--- src/design/ps2_pkg.sv ---
`default_nettype none

package ps2_pkg;

    // ~~~~~~~~~~~~~~~~~~~~~~~~~~~~~~~~~~~~~~~~~~~~~~~~~~
    // sizes and timing
    // ~~~~~~~~~~~~~~~~~~~~~~~~~~~~~~~~~~~~~~~~~~~~~~~~~~
    localparam int SCANCODE_W      = 8;
    localparam int DEBOUNCE_CYCLES = 4;   // cycles a new level must hold.
    localparam int DEBOUNCE_W      = 3;
    localparam int FIFO_DEPTH      = 8;
    localparam int FIFO_PTR_W      = 3;

    typedef logic [SCANCODE_W-1:0] scancode_t;
    typedef logic [DEBOUNCE_W-1:0] debounce_cnt_t;
    typedef logic [FIFO_PTR_W-1:0] fifo_ptr_t;
    typedef logic [FIFO_PTR_W:0]   fifo_count_t;  // one wider, holds a full count.
    typedef logic [2:0]            bit_index_t;   // data bit within a frame.

    // ~~~~~~~~~~~~~~~~~~~~~~~~~~~~~~~~~~~~~~~~~~~~~~~~~~
    // scan code set 2 prefixes
    // ~~~~~~~~~~~~~~~~~~~~~~~~~~~~~~~~~~~~~~~~~~~~~~~~~~
    localparam scancode_t PREFIX_EXT   = 8'hE0;
    localparam scancode_t PREFIX_BREAK = 8'hF0;

    // frame receiver states.
    typedef enum logic [1:0] {
        IDLE,
        RECEIVE,
        PARITY,
        STOP
    } rx_state_t;

    // one decoded key, code in the upper byte.
    typedef struct packed {
        scancode_t code;
        logic      extended;
        logic      released;   // break code, key let go.
    } key_event_t;

endpackage

`default_nettype wire
--- src/design/ps2_keyboard.sv ---
`timescale 1ns/1ns
`default_nettype none

module ps2_keyboard import ps2_pkg::*; (
    input wire         clk_in,
    input wire         rst_in,
    input wire         ps2_clk_in,
    input wire         ps2_data_in,
    input wire         pop_in,
    output key_event_t event_out,
    output logic       event_valid_out,
    output logic       frame_error_out,
    output logic       overflow_out
);

    logic       clk_fall;
    logic       data_level;
    logic       byte_valid;
    scancode_t  rx_byte;
    logic       key_valid;
    key_event_t key;

    // ~~~~~~~~~~~~~~~~~~~~~~~~~~~~~~~~~~~~~~~~~~~~~~~~~~
    // line conditioning
    // ~~~~~~~~~~~~~~~~~~~~~~~~~~~~~~~~~~~~~~~~~~~~~~~~~~
    ps2_line_filter clk_filter (
        .clk_in    (clk_in),
        .rst_in    (rst_in),
        .line_in   (ps2_clk_in),
        .level_out (),
        .fall_out  (clk_fall)       // bit strobe.
    );

    ps2_line_filter data_filter (
        .clk_in    (clk_in),
        .rst_in    (rst_in),
        .line_in   (ps2_data_in),
        .level_out (data_level),
        .fall_out  ()
    );

    // ~~~~~~~~~~~~~~~~~~~~~~~~~~~~~~~~~~~~~~~~~~~~~~~~~~
    // frame, key and queue
    // ~~~~~~~~~~~~~~~~~~~~~~~~~~~~~~~~~~~~~~~~~~~~~~~~~~
    ps2_rx rx (
        .clk_in          (clk_in),
        .rst_in          (rst_in),
        .bit_strobe_in   (clk_fall),
        .bit_in          (data_level),
        .byte_valid_out  (byte_valid),
        .byte_out        (rx_byte),
        .frame_error_out (frame_error_out)
    );

    ps2_key_decoder decoder (
        .clk_in         (clk_in),
        .rst_in         (rst_in),
        .byte_valid_in  (byte_valid),
        .byte_in        (rx_byte),
        .frame_error_in (frame_error_out),
        .key_valid_out  (key_valid),
        .key_out        (key)
    );

    ps2_event_fifo fifo (
        .clk_in        (clk_in),
        .rst_in        (rst_in),
        .push_in       (key_valid),
        .push_data_in  (key),
        .pop_in        (pop_in),
        .head_out      (event_out),
        .not_empty_out (event_valid_out),
        .overflow_out  (overflow_out)
    );

endmodule

`default_nettype wire

--- src/design/ps2_event_fifo.sv ---
`timescale 1ns/1ns
`default_nettype none

module ps2_event_fifo import ps2_pkg::*; (
    input wire         clk_in,
    input wire         rst_in,
    input wire         push_in,
    input key_event_t  push_data_in,
    input wire         pop_in,
    output key_event_t head_out,
    output logic       not_empty_out,
    output logic       overflow_out
);

    key_event_t  mem [FIFO_DEPTH];
    fifo_ptr_t   wr_ptr;
    fifo_ptr_t   rd_ptr;
    fifo_count_t count;
    logic        full;
    logic        pop_fire;
    logic        push_fire;

    assign full          = (count == fifo_count_t'(FIFO_DEPTH));
    assign not_empty_out = (count != '0);
    assign pop_fire      = pop_in && not_empty_out;
    assign push_fire     = push_in && (!full || pop_fire);   // full, but a slot frees now.
    assign head_out      = not_empty_out ? mem[rd_ptr] : '0;

    // ~~~~~~~~~~~~~~~~~~~~~~~~~~~~~~~~~~~~~~~~~~~~~~~~~~
    // pointers and count
    // ~~~~~~~~~~~~~~~~~~~~~~~~~~~~~~~~~~~~~~~~~~~~~~~~~~
    always_ff @(posedge clk_in) begin
        if (rst_in) begin
            wr_ptr       <= '0;
            rd_ptr       <= '0;
            count        <= '0;
            overflow_out <= 1'b0;
        end else begin
            overflow_out <= push_in && !push_fire;   // dropped event.
            if (push_fire) begin
                wr_ptr <= wr_ptr + 1'b1;
            end
            if (pop_fire) begin
                rd_ptr <= rd_ptr + 1'b1;
            end
            case ({push_fire, pop_fire})
                2'b10:   count <= count + 1'b1;
                2'b01:   count <= count - 1'b1;
                default: count <= count;
            endcase
        end
    end

    always_ff @(posedge clk_in) begin
        if (push_fire) begin
            mem[wr_ptr] <= push_data_in;
        end
    end

endmodule

`default_nettype wire

--- src/design/ps2_key_decoder.sv ---
`timescale 1ns/1ns
`default_nettype none

module ps2_key_decoder import ps2_pkg::*; (
    input wire        clk_in,
    input wire        rst_in,
    input wire        byte_valid_in,
    input scancode_t  byte_in,
    input wire        frame_error_in,
    output logic      key_valid_out,
    output key_event_t key_out
);

    logic pend_ext;
    logic pend_rel;
    logic is_ext;
    logic is_break;

    assign is_ext   = (byte_in == PREFIX_EXT);
    assign is_break = (byte_in == PREFIX_BREAK);

    // ~~~~~~~~~~~~~~~~~~~~~~~~~~~~~~~~~~~~~~~~~~~~~~~~~~
    // prefix tracking
    // ~~~~~~~~~~~~~~~~~~~~~~~~~~~~~~~~~~~~~~~~~~~~~~~~~~
    always_ff @(posedge clk_in) begin
        if (rst_in) begin
            pend_ext      <= 1'b0;
            pend_rel      <= 1'b0;
            key_valid_out <= 1'b0;
        end else begin
            key_valid_out <= 1'b0;
            if (frame_error_in) begin
                // a broken sequence must not mark the next key.
                pend_ext <= 1'b0;
                pend_rel <= 1'b0;
            end else if (byte_valid_in) begin
                if (is_ext) begin
                    pend_ext <= 1'b1;
                end else if (is_break) begin
                    pend_rel <= 1'b1;
                end else begin
                    key_valid_out <= 1'b1;
                    pend_ext      <= 1'b0;
                    pend_rel      <= 1'b0;
                end
            end
        end
    end

    // ~~~~~~~~~~~~~~~~~~~~~~~~~~~~~~~~~~~~~~~~~~~~~~~~~~
    // event payload
    // ~~~~~~~~~~~~~~~~~~~~~~~~~~~~~~~~~~~~~~~~~~~~~~~~~~
    always_ff @(posedge clk_in) begin
        if (byte_valid_in && !frame_error_in && !is_ext && !is_break) begin
            key_out.code     <= byte_in;
            key_out.extended <= pend_ext;   // flags gathered so far.
            key_out.released <= pend_rel;
        end
    end

endmodule

`default_nettype wire

--- src/design/ps2_rx.sv ---
`timescale 1ns/1ns
`default_nettype none

module ps2_rx import ps2_pkg::*; (
    input wire        clk_in,
    input wire        rst_in,
    input wire        bit_strobe_in,
    input wire        bit_in,
    output logic      byte_valid_out,
    output scancode_t byte_out,
    output logic      frame_error_out
);

    rx_state_t  state;
    bit_index_t bit_idx;
    scancode_t  shift_q;

    // ~~~~~~~~~~~~~~~~~~~~~~~~~~~~~~~~~~~~~~~~~~~~~~~~~~
    // frame control
    // ~~~~~~~~~~~~~~~~~~~~~~~~~~~~~~~~~~~~~~~~~~~~~~~~~~
    always_ff @(posedge clk_in) begin
        if (rst_in) begin
            state           <= IDLE;
            bit_idx         <= '0;
            byte_valid_out  <= 1'b0;
            frame_error_out <= 1'b0;
        end else begin
            byte_valid_out  <= 1'b0;
            frame_error_out <= 1'b0;
            if (bit_strobe_in) begin
                case (state)
                    IDLE: begin
                        // start bit is low, a high one is not a frame.
                        if (!bit_in) begin
                            bit_idx <= '0;
                            state   <= RECEIVE;
                        end
                    end
                    RECEIVE: begin
                        bit_idx <= bit_idx + 1'b1;
                        if (bit_idx == 3'd7) begin
                            state <= PARITY;
                        end
                    end
                    PARITY: begin
                        // odd parity over data and parity bit.
                        if (^{shift_q, bit_in}) begin
                            state <= STOP;
                        end else begin
                            frame_error_out <= 1'b1;
                            state           <= IDLE;
                        end
                    end
                    STOP: begin
                        if (bit_in) begin
                            byte_valid_out <= 1'b1;
                        end else begin
                            frame_error_out <= 1'b1;   // stop bit missing.
                        end
                        state <= IDLE;
                    end
                    default: begin
                        state <= IDLE;
                    end
                endcase
            end
        end
    end

    // ~~~~~~~~~~~~~~~~~~~~~~~~~~~~~~~~~~~~~~~~~~~~~~~~~~
    // data path
    // ~~~~~~~~~~~~~~~~~~~~~~~~~~~~~~~~~~~~~~~~~~~~~~~~~~
    always_ff @(posedge clk_in) begin
        if (bit_strobe_in && (state == RECEIVE)) begin
            shift_q <= {bit_in, shift_q[SCANCODE_W-1:1]};   // lsb arrives first.
        end
        if (bit_strobe_in && (state == STOP) && bit_in) begin
            byte_out <= shift_q;
        end
    end

endmodule

`default_nettype wire

--- src/design/ps2_line_filter.sv ---
`timescale 1ns/1ns
`default_nettype none

module ps2_line_filter import ps2_pkg::*; (
    input wire    clk_in,
    input wire    rst_in,
    input wire    line_in,
    output logic  level_out,
    output logic  fall_out
);

    logic          sync_1;
    logic          sync_2;
    debounce_cnt_t stable_cnt;

    // ~~~~~~~~~~~~~~~~~~~~~~~~~~~~~~~~~~~~~~~~~~~~~~~~~~
    // synchronizer, idles high like the bus.
    // ~~~~~~~~~~~~~~~~~~~~~~~~~~~~~~~~~~~~~~~~~~~~~~~~~~
    always_ff @(posedge clk_in) begin
        if (rst_in) begin
            sync_1 <= 1'b1;
            sync_2 <= 1'b1;
        end else begin
            sync_1 <= line_in;
            sync_2 <= sync_1;
        end
    end

    // ~~~~~~~~~~~~~~~~~~~~~~~~~~~~~~~~~~~~~~~~~~~~~~~~~~
    // debouncer
    // ~~~~~~~~~~~~~~~~~~~~~~~~~~~~~~~~~~~~~~~~~~~~~~~~~~
    always_ff @(posedge clk_in) begin
        if (rst_in) begin
            level_out  <= 1'b1;
            fall_out   <= 1'b0;
            stable_cnt <= '0;
        end else begin
            fall_out <= 1'b0;
            if (sync_2 != level_out) begin
                if (stable_cnt == debounce_cnt_t'(DEBOUNCE_CYCLES - 1)) begin
                    level_out  <= sync_2;
                    fall_out   <= level_out;   // only a high to low move strobes.
                    stable_cnt <= '0;
                end else begin
                    stable_cnt <= stable_cnt + 1'b1;
                end
            end else begin
                stable_cnt <= '0;   // glitch, start over.
            end
        end
    end

endmodule

`default_nettype wire

--- config.mk ---
export PLATFORM = sky130hd
export DESIGN_NAME = ps2_keyboard
export DESIGN_NICKNAME = d
export VERILOG_FILES = /design/src/design/ps2_pkg.sv /design/src/design/ps2_keyboard.sv /design/src/design/ps2_event_fifo.sv /design/src/design/ps2_key_decoder.sv /design/src/design/ps2_rx.sv /design/src/design/ps2_line_filter.sv
export SDC_FILE = /design/constraint.sdc
export NUM_CORES = 1
export LEC_CHECK = 0
export BUFFER_PORTS_ARGS = -buffer_cell sky130_fd_sc_hd__clkbuf_2
export CAP_MARGIN = 20
export CELL_PAD_IN_SITES_DETAIL_PLACEMENT = 1
export CELL_PAD_IN_SITES_GLOBAL_PLACEMENT = 2
export CORE_UTILIZATION = 41
export DETAILED_ROUTE_END_ITERATION = 12
export GPL_ROUTABILITY_DRIVEN = 0
export PLACE_DENSITY = 0.72
export SETUP_SLACK_MARGIN = 0.4
export SYNTH_ARGS = -nofsm -noshare
export SYNTH_HDL_FRONTEND = slang
export SYNTH_SLANG_ARGS = --single-unit
--- constraint.sdc ---
create_clock -name clk_in -period 2.55 [get_ports clk_in]
set_clock_uncertainty 0.1 [all_clocks]
set_input_delay 0.255 -clock clk_in [delete_from_list [all_inputs] [get_ports clk_in]]
set_output_delay 0.255 -clock clk_in [all_outputs]
set_load 0.02 [all_outputs]
=== Word-level counts from Yosys, hierarchy flattened ===
Memory sizes are Yosys's and may differ from the RTL's. A register that Yosys moved wholly into a read port is not among the register bits.
Index checks and enable logic that the tools add are counted.
Widths: inputs -> output; s select.

* Input bits: 5
* Word-level logic and storage cells: 109
* Bits in writable memories: 80
* Bits in latches: 0
* Memories: 1
* Register bits: 60
* Bits in read-only memories: 0

* Multipliers: 0
* Reductions and logical operators: 33
* Add/subtract/negate cells: 7
* Shifts and indexed selects: 0
* $lt $le $gt $ge: 0
* Divide/modulo/power cells: 0
* Equal/unequal tests: 16
* Bitwise logic cells: 7
* Mux-type cells: 20

{| class="wikitable"
|+ Memory list
! name !! words !! bits a word !! read ports !! clocked after memory_dff !! write ports !! line !! source
|-
| fifo.mem || 8 || 10 || 1 || 1 || 1 || ps2_event_fifo.sv:15 || <nowiki>key_event_t mem [FIFO_DEPTH];</nowiki>
|}

{| class="wikitable"
|+ Operator list
! kind !! number
|-
| $eq 8x8->1 const B || 2
|-
| $add 3x1->3 const B || 5
|-
| $reduce_or 3->1 || 4
|-
| $mux 10 || 1
|-
| $logic_and 1x1->1 || 9
|-
| $mux 1 || 9
|-
| $mux 3 || 3
|-
| $reduce_xor 9->1 || 1
|-
| $pmux 2 s4 || 1
|-
| $pmux 4 s2 || 1
|-
| $reduce_and 2->1 || 4
|-
| $not 1->1 || 7
|-
| $eq 2x2->1 const B || 3
|-
| $eq 3x2->1 const B || 2
|-
| $mux 2 || 3
|-
| $pmux 3 s2 || 1
|-
| $reduce_and 3->1 || 2
|-
| $logic_not 1->1 || 5
|-
| $add 4x1->4 const B || 1
|-
| $eq 2x1->1 const B || 2
|-
| $eq 4x4->1 const B || 1
|-
| $ne 2x1->1 const B || 2
|-
| $reduce_bool 2->1 || 2
|-
| $reduce_bool 4->1 || 1
|-
| 9 further kinds || 11
|}

=== Logic depth before layout (Yosys ltp) ===
Gate-level depths: netlist (run 1).

* Word-level depth: 6
* Mapped depth: 9
* Mapped depth without buffers: 9

=== Cells and area by module ===
Synthesis (run 1) repeated with hierarchy kept, for this count alone.

* Cells, all modules: 337
* Area total of the unflattened synthesis: 5616.6 sq um

{| class="wikitable"
|+ By module, submodules not included
! module !! instances !! cells each !! area an instance (sq um) !! seq. area each (sq um)
|-
| ps2_event_fifo || 1 || 212 || 3797.4 || 2682.6
|-
| ps2_rx || 1 || 63 || 902.1 || 620.6
|-
| ps2_line_filter || 2 || 19 || 246.5 || 140.1
|-
| ps2_key_decoder || 1 || 24 || 424.2 || 360.3
|}

=== Worst setup path after synthesis (run 1) ===
No wires, ideal clock.

* Path type: reg2reg
* Start point: register fifo.count[3]
* End point: register fifo.count[3]
* Library setup time: 0.067 ns
* Path slack: 0.110 ns
* Arrival: 2.274 ns
* Data required time: 2.383 ns
* Buffers on the path: 0
* Stages on the path, launching flop included: 10
* Cells stage by stage: dfxtp_1 > nor4_2 > or3_1 > inv_1 > ha_1 > a21o_1 > a21o_1 > or4_1 > o221a_2 > a21oi_2

* Longest elaborated chain between the ends: 6
* Elaborated cells on any way between the ends: 12
* Those cells by class: 2 x add/sub; 3 x eq/ne; 1 x mux; 6 x reduce/logical

{| class="wikitable"
|+ RTL lines
! element !! line !! source
|-
| start: declaration || ps2_event_fifo.sv:18 || <nowiki>fifo_count_t count;</nowiki>
|-
| start signal: assignment || ps2_event_fifo.sv:47 || <nowiki>2'b10: count <= count + 1'b1;</nowiki>
|-
| start signal: assignment || ps2_event_fifo.sv:48 || <nowiki>2'b01: count <= count - 1'b1;</nowiki>
|-
| start signal: assignment || ps2_event_fifo.sv:49 || <nowiki>default: count <= count;</nowiki>
|-
| $eq 4x4->1 or $reduce_bool 4->1 (tied branches) || ps2_event_fifo.sv:23, ps2_event_fifo.sv:24 ||
|-
| $logic_not 1->1 or $logic_and 1x1->1 (tied branches) || ps2_event_fifo.sv:26, ps2_event_fifo.sv:25 ||
|-
| $logic_or 1x1->1 || ps2_event_fifo.sv:26 || <nowiki>assign push_fire = push_in && (!full || pop_fire);</nowiki>
|-
| $logic_and 1x1->1 || ps2_event_fifo.sv:26 ||
|-
| $eq 2x1->1 or $eq 2x2->1 (tied branches) || ps2_event_fifo.sv:46 || <nowiki>case ({push_fire, pop_fire})</nowiki>
|-
| $pmux 4 s2 or $reduce_bool 2->1 (tied branches) || n/a ||
|}

Several ways; a longest one is shown, not always the timed one.
A chain may end at the register's enable or synchronous reset.

==> run summary, run 1 <==
status - complete, no violations
critical path's top delay family - multiplexers
fin crit period - 2.30 ns
crit path capture type - primary output
vias in the first global route - 3037
# diodes - 0
Die Ht - 118 µm
switching part of the total - 0.254
Yosys top cell by area - edfxtp_1
kind of critical path - reg2out
first-pass GRT wire length - 16.8 mm
Net Count, Synth - 359
total CTS buffers - 17
period utilization - 0.900
RSZ-0062 raised after global routing - yes
Top FF cell, synth - edfxtp_1
clock power share - 0.399
setup ws final - 0.255 ns
cell internal pwr - 0.00516 W
DR WL/cell - 18.3 µm
VDD IR max - 0.499 mV
Post-DP HPWL - 6.46 mm
Worst Tran Pin Value - 0.898 ns
FFs w/ async S/R, synth - 0
row count - 41
post-synthesis sequential area ratio - 0.715
Max-slew headroom - 0.399
Max-Cap Viols - 0
CTS Sinks - 143
initial antenna violation count - 0
pwr dens - 1030 nW/µm²
Final Net Count - 404
register area - 3940 µm²
GRT Total Usage - 0.166
slowest CP cell - mux4_2
WP buf/inv - 3
Die Wd - 118 µm
sw power - 0.00176 W
vias per cell - 5.02
endpoints failing setup - 0
fill cell count - 1233
Comb power frac - 0.225
top cell type's share of synthesized area - 0.580
Final Power - 0.00691 W
Area Overhead vs Synth - 22.8%
Cells after Synth - 343
# IOs - 18
Hold Path Class - in2reg
CTS Buffer Depth - 2
fmax - 0.436 GHz
Pre-Repair DR Iteration Count - 4
startpoint type of the worst setup path - flip-flop
synth unique cells - 43
EDFF count, synth - 106
CTS H-Tree Depth - 4
layout cells sized above 1 - 0.282
dpl ws - 0.154 ns
Die ar. - 13800 µm²
post-route setup TNS - 0 ns
CP cell instances - buf_12 -> clkbuf_16 -> mux4_2 -> mux2i_1 -> nor2_1 -> buf_2
Worst EP required - 2.19 ns
commonest non-fill, non-tap cell in the layout - edfxtp_1
crit-path max FO - 5
final core occ - 0.525
#FFs+latches synth - 143
clk_lat worst skew - 0.42 ns
Slew Viols, Final - 0
Initial DRC Count - 144
largest net degree at the start of global routing - 28
ANT nets after route - 0
final hold slack - 0.0904 ns
Leakage - 2.31 nW
Vias - 2879
clock slew at reported path FFs - 0.06 ns
drt total wl - 10.5 mm
area of the multi-input gates - 1490 µm²
WP data arrival - 1.94 ns
Syn Std Cell Area - 5490 µm²
Final Hold Viols - 0
most frequent cells in the layout - edfxtp_1, nor2_1, dfxtp_1
total congestion overflow - 0
Reg power frac - 0.376
Initial Utilization - 0.428
Core Area - 12800 µm²
Clock Tree Root - clkbuf_16
Synth area leaders - edfxtp_1, dfxtp_1, mux4_2, nor2_1, mux2i_1
CTS tree - yes
syn avg cell area - 16.0 µm²
DRC Markers - 0
Max stage delay on crit path - 0.49 ns
YS warnings - 0
IO Port Bufs - 17
flip-flops by register name, summed over array words and instances, names as in the netlist, 3 cells and up, named ones only:
name	flops
fifo.wr_ptr	3
rx.bit_idx	3
rx.shift_q	8
clk_filter.stable_cnt	3
rx.byte_out	8
fifo.count	4
data_filter.stable_cnt	3
decoder.key_out	10
fifo.rd_ptr	3
fifo.mem	80
path summary, 6_finish.rpt:
path,slack [ns],endpoint,startpoint,cells after the start
worst max-delay path,0.25,event_out[4],flip-flop,6
worst min-delay path,0.09,fifo.rd_ptr[1],pop_in,3
worst max register to register,0.27,fifo.count[3],fifo.count[3],9
worst min register to register,0.31,data_filter.sync_2,data_filter.sync_1,1
repair_timing:
item | in CTS | in global routing
resized for setup | 13 | 11
endpoints found under the hold margin | 2 | 0
buffers inserted | 4 | 2
pin swaps | 2 | 5
endpoints found under the setup margin | 31 | 21
hold buffers | 2 | 0
gates cloned | 2 | 1
cells by family (layout without fill, tap and decap cells):
family | count (synthesis) | after routing | share of synthesized area
buf+inv | 28 | 86 | 0.0203
flops | 143 | 143 | 0.715
fa+ha+maj | 11 | 11 | 0.0265
xor+xnor | 15 | 15 | 0.0239
mux | 33 | 33 | 0.106
compound gates | 26 | 26 | 0.0319
simple gates | 87 | 87 | 0.0762
synth_stat cells, drive strengths merged (5+ instances only):
master / instances
edfxtp: 106
dfxtp: 37
nor2: 35
mux4: 20
nand2: 17
inv: 14
mux2i: 13
xnor2: 11
a21oi: 10
clkbuf: 10
ha: 10
nor3: 7
nand3: 6
or3: 5
per-stage QoR:
| step | cell area (µm²) | cells |
|---|---|---|
| 6_report | 6740 | 573 |
| 5_1_grt | 6740 | 573 |
| 4_1_cts | 6700 | 570 |
| 3_5_place_dp | 5870 | 530 |
| 3_3_place_gp | 5870 | 530 |
| 2_1_floorplan | 5530 | 343 |
final cells by class:
class	instances	share of cell area
flip-flops and latches	143	0.585
clock buffers	18	0.0637
multi-input cells	172	0.222
inverters	14	0.00817
well taps	172	0.0319
repair buffers	40	0.0535
clock inverters	14	0.0357
power by group through the flow:
stage / Combinational (W) / Sequential (W) / Clock (W)
6_report: 0.00155 / 0.00260 / 0.00276
3_5_place_dp: 0.00129 / 0.00263 / 0
3_3_place_gp: 0.00126 / 0.00263 / 0
5_1_grt: 0.00170 / 0.00261 / 0.00290
4_1_cts: 0.00153 / 0.00260 / 0.00282
2_1_floorplan: 0.000937 / 0.00262 / 0
worst reg2reg max path, stage by stage (launching register included):
cell and delay [ns]:
dfxtp_4 0.37, nor4_4 0.05, or3_4 0.42, inv_4 0.08, ha_4 0.19, a21o_1 0.15, a21o_1 0.21, or4_1 0.40
o221a_2 0.14, a21oi_2 0.10
layer usage:
layer  routed length [µm]  GRT usage  vias to the layer above
met3                  294     0.0518                       18
met1                 4730      0.202                     1456
met4                  174     0.0673                        0
li1                     -          -                     1375
met2                 5260      0.273                       30
met5                    0          0                        -
Note: power is estimated with default switching activity, not from simulation.
==> run 2: changes to the inputs <==
--- a/config.mk
+++ b/config.mk
@@ -5,14 +5,14 @@
 export SDC_FILE = /design/constraint.sdc
 export NUM_CORES = 1
 export LEC_CHECK = 0
-export BUFFER_PORTS_ARGS = -buffer_cell sky130_fd_sc_hd__clkbuf_2
+export BUFFER_PORTS_ARGS = -buffer_cell sky130_fd_sc_hd__buf_2
 export CAP_MARGIN = 20
 export CELL_PAD_IN_SITES_DETAIL_PLACEMENT = 1
 export CELL_PAD_IN_SITES_GLOBAL_PLACEMENT = 2
 export CORE_UTILIZATION = 41
 export DETAILED_ROUTE_END_ITERATION = 12
 export GPL_ROUTABILITY_DRIVEN = 0
-export PLACE_DENSITY = 0.72
+export PLACE_DENSITY = 0.77
 export SETUP_SLACK_MARGIN = 0.4
 export SYNTH_ARGS = -nofsm -noshare
 export SYNTH_HDL_FRONTEND = slang
==> run summary, run 2 (same netlist as run 1, synthesis figures left out) <==
Leakage - 2.26 nW (-2.0%)
WP data arrival - 2.50 ns (+0.56 ns)
first-pass GRT wire length - 16.9 mm (+0.94%)
Largest regs - fifo.mem (80), decoder.key_out (10)
kind of critical path - reg2reg
fin crit period - 2.26 ns (-0.0366 ns)
ANT nets after route - 0 (unchanged)
Comb power frac - 0.220 (-0.005)
final hold slack - 0.0861 ns (-0.00430 ns)
vias in the first global route - 3130 (+3.1%)
Die Ht - 118 µm (unchanged)
pwr dens - 999 nW/µm² (-2.7%)
sw power - 0.00171 W (-2.5%)
final core occ - 0.516 (-0.00888)
slowest CP cell - or4_1
Core Area - 12800 µm² (unchanged)
Max-Cap Viols - 0 (unchanged)
IO Port Bufs - 17 (unchanged)
Pre-Repair DR Iteration Count - 4 (unchanged)
critical path's top delay family - simple AND/OR/NAND/NOR gates
clock slew at reported path FFs - 0.06 ns (about the same)
VDD IR max - 0.458 mV (-8.2%)
status - complete, no violations
clock power share - 0.387 (-0.012)
drt total wl - 10.4 mm (-1.0%)
WP buf/inv - 1 (-2)
period utilization - 0.886 (-0.0144)
vias per cell - 5.05 (+0.46%)
Vias - 2877 (-0.069%)
DR WL/cell - 18.2 µm (-0.50%)
Clock Tree Root - clkbuf_16
Max-slew headroom - 0.464 (+0.0644)
startpoint type of the worst setup path - flip-flop
fmax - 0.443 GHz (+1.6%)
Largest register FFs - 80 (unchanged)
crit path capture type - flip-flop
Post-DP HPWL - 6.53 mm (+0.97%)
Initial Utilization - 0.428 (unchanged)
Crit path top cell by count - a21o_1
CTS tree - yes
# diodes - 0 (unchanged)
switching part of the total - 0.259 (+0.00475)
Initial DRC Count - 124 (-14%)
largest net degree at the start of global routing - 28 (unchanged)
Worst Tran Pin Value - 0.801 ns (-0.0962 ns)
clk_lat worst skew - 0.41 ns (about the same)
Die Wd - 118 µm (unchanged)
GRT Total Usage - 0.167 (+0.00135)
CTS Sinks - 143 (unchanged)
Slew Viols, Final - 0 (unchanged)
Hold Path Class - in2reg
Worst EP required - 2.79 ns (+0.60 ns)
R2R setup slack - 0.29 ns (+0.02 ns)
Max stage delay on crit path - 0.41 ns (-0.08 ns)
CTS H-Tree Depth - 4 (unchanged)
Final Power - 0.00662 W (-4.3%)
DRC Markers - 0 (unchanged)
cell internal pwr - 0.00491 W (-4.9%)
CP cell instances - nor4_4 -> or3_4 -> inv_4 -> ha_4 -> a21o_1 -> a21o_1 -> or4_1 -> o221a_2 -> a21oi_2
total congestion overflow - 0 (unchanged)
Reg power frac - 0.392 (+0.016)
layout cells sized above 1 - 0.266 (-0.0155)
# IOs - 18 (unchanged)
row count - 41 (unchanged)
largest reg by FF count - fifo.mem
Die ar. - 13800 µm² (unchanged)
most frequent cells in the layout - edfxtp_1, nor2_1, dfxtp_1
post-route setup TNS - 0 ns (unchanged)
Final Net Count - 401 (-0.74%)
CTS Buffer Depth - 2 (unchanged)
initial antenna violation count - 0 (unchanged)
total CTS buffers - 17 (unchanged)
crit-path max FO - 5 (unchanged)
commonest non-fill, non-tap cell in the layout - edfxtp_1
Final Hold Viols - 0 (unchanged)
Area Overhead vs Synth - 20.8%
RSZ-0062 raised after global routing - yes
endpoints failing setup - 0 (unchanged)
run 2: changes by cell type in the layout (fill, tap and decap cells not counted), sizes merged:
cell | before | now
clkbuf | 26 | 20
clkinvlp | 2 | 1
bufinv | 6 | 4
buf | 30 | 35
clkinv | 6 | 7
run 2: metal layers:
layer / wire (µm) / track usage
met5: 0 / 0
met3: 269 / 0.0455
met2: 5480 / 0.288
met1: 4420 / 0.194
met4: 189 / 0.0745
run 2: power by group through the flow:
stage	Sequential (W)	Combinational (W)	Clock (W)
after floorplan	0.00262	0.000937	0
after global placement	0.00263	0.00126	0
after detailed placement	0.00263	0.00128	0
after CTS	0.00260	0.00149	0.00262
after global routing	0.00261	0.00160	0.00272
final	0.00260	0.00146	0.00256
run 2: cell type report:
| cell class | count | area (µm²) |
|---|---|---|
| Clock inverter | 12 | 169 |
| Inverter | 14 | 55.1 |
| Sequential cell | 143 | 3940 |
| Clock buffer | 20 | 447 |
| Multi-Input combinational cell | 172 | 1490 |
| Timing Repair Buffer | 37 | 305 |
| Fill cell | 1244 | 6200 |
| Tap cell | 172 | 215 |
run 2: timing repair:
item | CTS | global route
pin swaps | 1 | 3
cloned | 2 | 0
buffers inserted | 4 | 1
endpoints found under the setup margin | 41 | 11
hold endpoints to repair | 2 | 0
hold buffers | 2 | 0
gates resized for setup | 9 | 2
run 2: path summary, 6_finish.rpt:
kind,endpoint,cells after the start,start
setup / recovery,fifo.count[3],9,fifo.count[0]
hold / removal,fifo.rd_ptr[1],3,pop_in
setup reg to reg,fifo.count[3],9,fifo.count[0]
hold reg to reg,clk_filter.sync_2,1,clk_filter.sync_1
run 2: metrics by stage:
step / area, µm² / worst slack, ns / instances
CTS: 6610 / 0.237 / 569
finish: 6620 / 0.291 / 570
detailed placement: 5860 / 0.164 / 529
global placement: 5860 / 0.224 / 529
floorplan: 5530 / 0.277 / 343
global route: 6620 / 0.201 / 570
run 2: worst register-to-register path: stages (launching register included):
cell     delay [ns]
dfxtp_4        0.38
nor4_4         0.05
or3_4          0.40
inv_4          0.07
ha_4           0.18
a21o_1         0.15
a21o_1         0.19
or4_1          0.41
o221a_2        0.15
a21oi_2        0.10
==> run 3: changes to the inputs <==
--- a/config.mk
+++ b/config.mk
@@ -5,12 +5,13 @@
 export SDC_FILE = /design/constraint.sdc
 export NUM_CORES = 1
 export LEC_CHECK = 0
-export BUFFER_PORTS_ARGS = -buffer_cell sky130_fd_sc_hd__buf_2
 export CAP_MARGIN = 20
 export CELL_PAD_IN_SITES_DETAIL_PLACEMENT = 1
 export CELL_PAD_IN_SITES_GLOBAL_PLACEMENT = 2
-export CORE_UTILIZATION = 41
+export CORE_ASPECT_RATIO = 1.1
+export CORE_UTILIZATION = 42
 export DETAILED_ROUTE_END_ITERATION = 12
+export DONT_BUFFER_PORTS = 1
 export GPL_ROUTABILITY_DRIVEN = 0
 export PLACE_DENSITY = 0.77
 export SETUP_SLACK_MARGIN = 0.4
==> constraint.sdc (replaced) <==
create_clock -name clk_in -period 2.55 [get_ports clk_in]
set_clock_uncertainty 0.1 [all_clocks]
set_input_delay 0.255 -clock clk_in [delete_from_list [all_inputs] [get_ports clk_in]]
set_output_delay 0.255 -clock clk_in [all_outputs]
set_load 0.005 [all_outputs]
==> run summary, run 3 (same netlist as run 1, synthesis figures left out) <==
CTS H-Tree Depth - 4 (unchanged)
Vias - 2950 (+2.5%)
Core Area - 12700 µm² (-0.99%)
Max-slew headroom - 0.462 (-0.00208)
placed inst area - 5760 µm² (-1.8%)
initial antenna violation count - 0 (unchanged)
IO Port Bufs - 0 (-17)
Worst Tran Pin Value - 0.805 ns (+0.00310 ns)
Slew Viols, Final - 0 (unchanged)
Largest regs - fifo.mem (80), decoder.key_out (10)
final core occ - 0.528 (+0.0113)
total CTS buffers - 17 (unchanged)
Max-Cap Viols - 0 (unchanged)
clk_lat worst skew - 0.42 ns (about the same)
first-pass GRT wire length - 17.4 mm (+2.9%)
Initial DRC Count - 146 (+18%)
endpoints failing setup - 0 (unchanged)
row count - 43 (+4.9%)
ANT nets after route - 0 (unchanged)
Largest register FFs - 80 (unchanged)
largest net degree at the start of global routing - 28 (unchanged)
WP data arrival - 2.51 ns (about the same)
Pre-Repair DR Iteration Count - 8 (+4)
Initial Utilization - 0.432 (+0.00430)
dpl ws - 0.163 ns (-0.00131 ns)
Area Overhead vs Synth - 22.2%
DRC Markers - 6 (+6)
cts hold-fix bufs - 23 (+21)
Hold Path Class - in2reg
# IOs - 18 (unchanged)
status - finished, violations left
DR WL/cell - 19.7 µm (+8.2%)
pwr dens - 926 nW/µm² (-7.3%)
vias per cell - 5.27 (+4.4%)
final hold slack - -0.206 ns (-0.292 ns)
crit path capture type - flip-flop
most frequent cells in the layout - edfxtp_1, nor2_1, dfxtp_1
crit-path max FO - 5 (unchanged)
vias in the first global route - 3218 (+2.8%)
Leakage - 2.28 nW (+0.72%)
fill cell count - 1216 (-2.3%)
Post-DP HPWL - 6.49 mm (-0.63%)
CTS Buffer Depth - 2 (unchanged)
startpoint type of the worst setup path - flip-flop
# diodes - 0 (unchanged)
largest reg by FF count - fifo.mem
RSZ-0062 raised after global routing - yes
post-route setup TNS - 0 ns (unchanged)
fin crit period - 2.26 ns (+0.00591 ns)
kind of critical path - reg2reg
CTS tree - yes
clock slew at reported path FFs - 0.06 ns (about the same)
setup ws final - 0.285 ns (-0.00591 ns)
VDD IR max - 0.445 mV (-2.8%)
CTS Sinks - 143 (unchanged)
total congestion overflow - 0 (unchanged)
failing checks - design-rule violations, negative hold slack
Final Power - 0.00621 W (-6.2%)
Final Net Count - 406 (+1.2%)
Clock Tree Root - clkbuf_16
GRT Total Usage - 0.180 (+0.0124)
commonest non-fill, non-tap cell in the layout - edfxtp_1
Die ar. - 13500 µm² (-2.3%)
Final Hold Viols - 7 (+7)
period utilization - 0.888 (+0.00232)
drt total wl - 11.0 mm (+6.3%)
final instance area - 6700 µm² (+1.2%)
Die Ht - 122 µm (+3.6%)
Die Wd - 111 µm (-5.7%)
layout cells sized above 1 - 0.231 (-0.0356)
fmax - 0.442 GHz (-0.26%)
Worst EP required - 2.80 ns (about the same)
==> run 3: worst paths after layout <==
kind	startpoint	end	slack, ns	cells past startpoint
worst max-delay path	fifo.count[0]	fifo.count[3]	0.29	9
worst min-delay path	rst_in	fifo.count[3]	-0.21	1
worst max register to register	fifo.count[0]	fifo.count[3]	0.29	9
worst min register to register	data_filter.stable_cnt[0]	data_filter.stable_cnt[0]	0.33	1
==> run 3: report_power, final <==
group,total (W),internal [W],leakage (nW),switching (W)
combinational,0.00127,0.000680,0.729,0.000587
sequential,0.00261,0.00253,1.27,0.0000788
clock,0.00233,0.00141,0.282,0.000912
total,0.00621,0.00463,2.28,0.00158
==> run 3: what timing repair did <==
item,in CTS,in global routing
endpoints found under the setup margin,40,15
pin swaps,4,2
endpoints found under the hold margin,35,7
buffers inserted,3,2
cloned,1,2
gates resized for setup,12,3
==> run 3: critical path, stage by stage, from the launching register on <==
cell and delay (ns):
dfxtp_4 0.37, nor4_4 0.05, or3_4 0.40, inv_4 0.08, ha_4 0.19, a21o_1 0.15
a21o_1 0.17, or4_1 0.43, o221a_2 0.15, a21oi_2 0.11
==> run 3: routing by layer <==
| metal | up-vias | share of wire | GRT usage |
|---|---|---|---|
| met5 | - | 0 | 0 |
| met4 | 0 | 0.018 | 0.0899 |
| met3 | 18 | 0.032 | 0.0463 |
| met2 | 56 | 0.55 | 0.330 |
| met1 | 1496 | 0.40 | 0.193 |
| li1 | 1380 | - | - |
==> run 3: final cells by class <==
| class | instances | area [µm²] | area share |
|---|---|---|---|
| inverter | 14 | 55.1 | 0.00822 |
| clock buffer | 25 | 518 | 0.0773 |
| multi-input combinational | 172 | 1500 | 0.224 |
| sequential | 143 | 3950 | 0.589 |
| tap | 157 | 196 | 0.0293 |
| clock inverter | 7 | 47.5 | 0.00709 |
| timing repair buffer | 42 | 440 | 0.0657 |
==> run 3: stage by stage <==
step | cells | hold WS, ns
6_report | 560 | -0.206
5_1_grt | 560 | -0.226
4_1_cts | 556 | -0.234
3_5_place_dp | 497 | 0.219
3_3_place_gp | 497 | 0.217
2_1_floorplan | 343 | 0.259
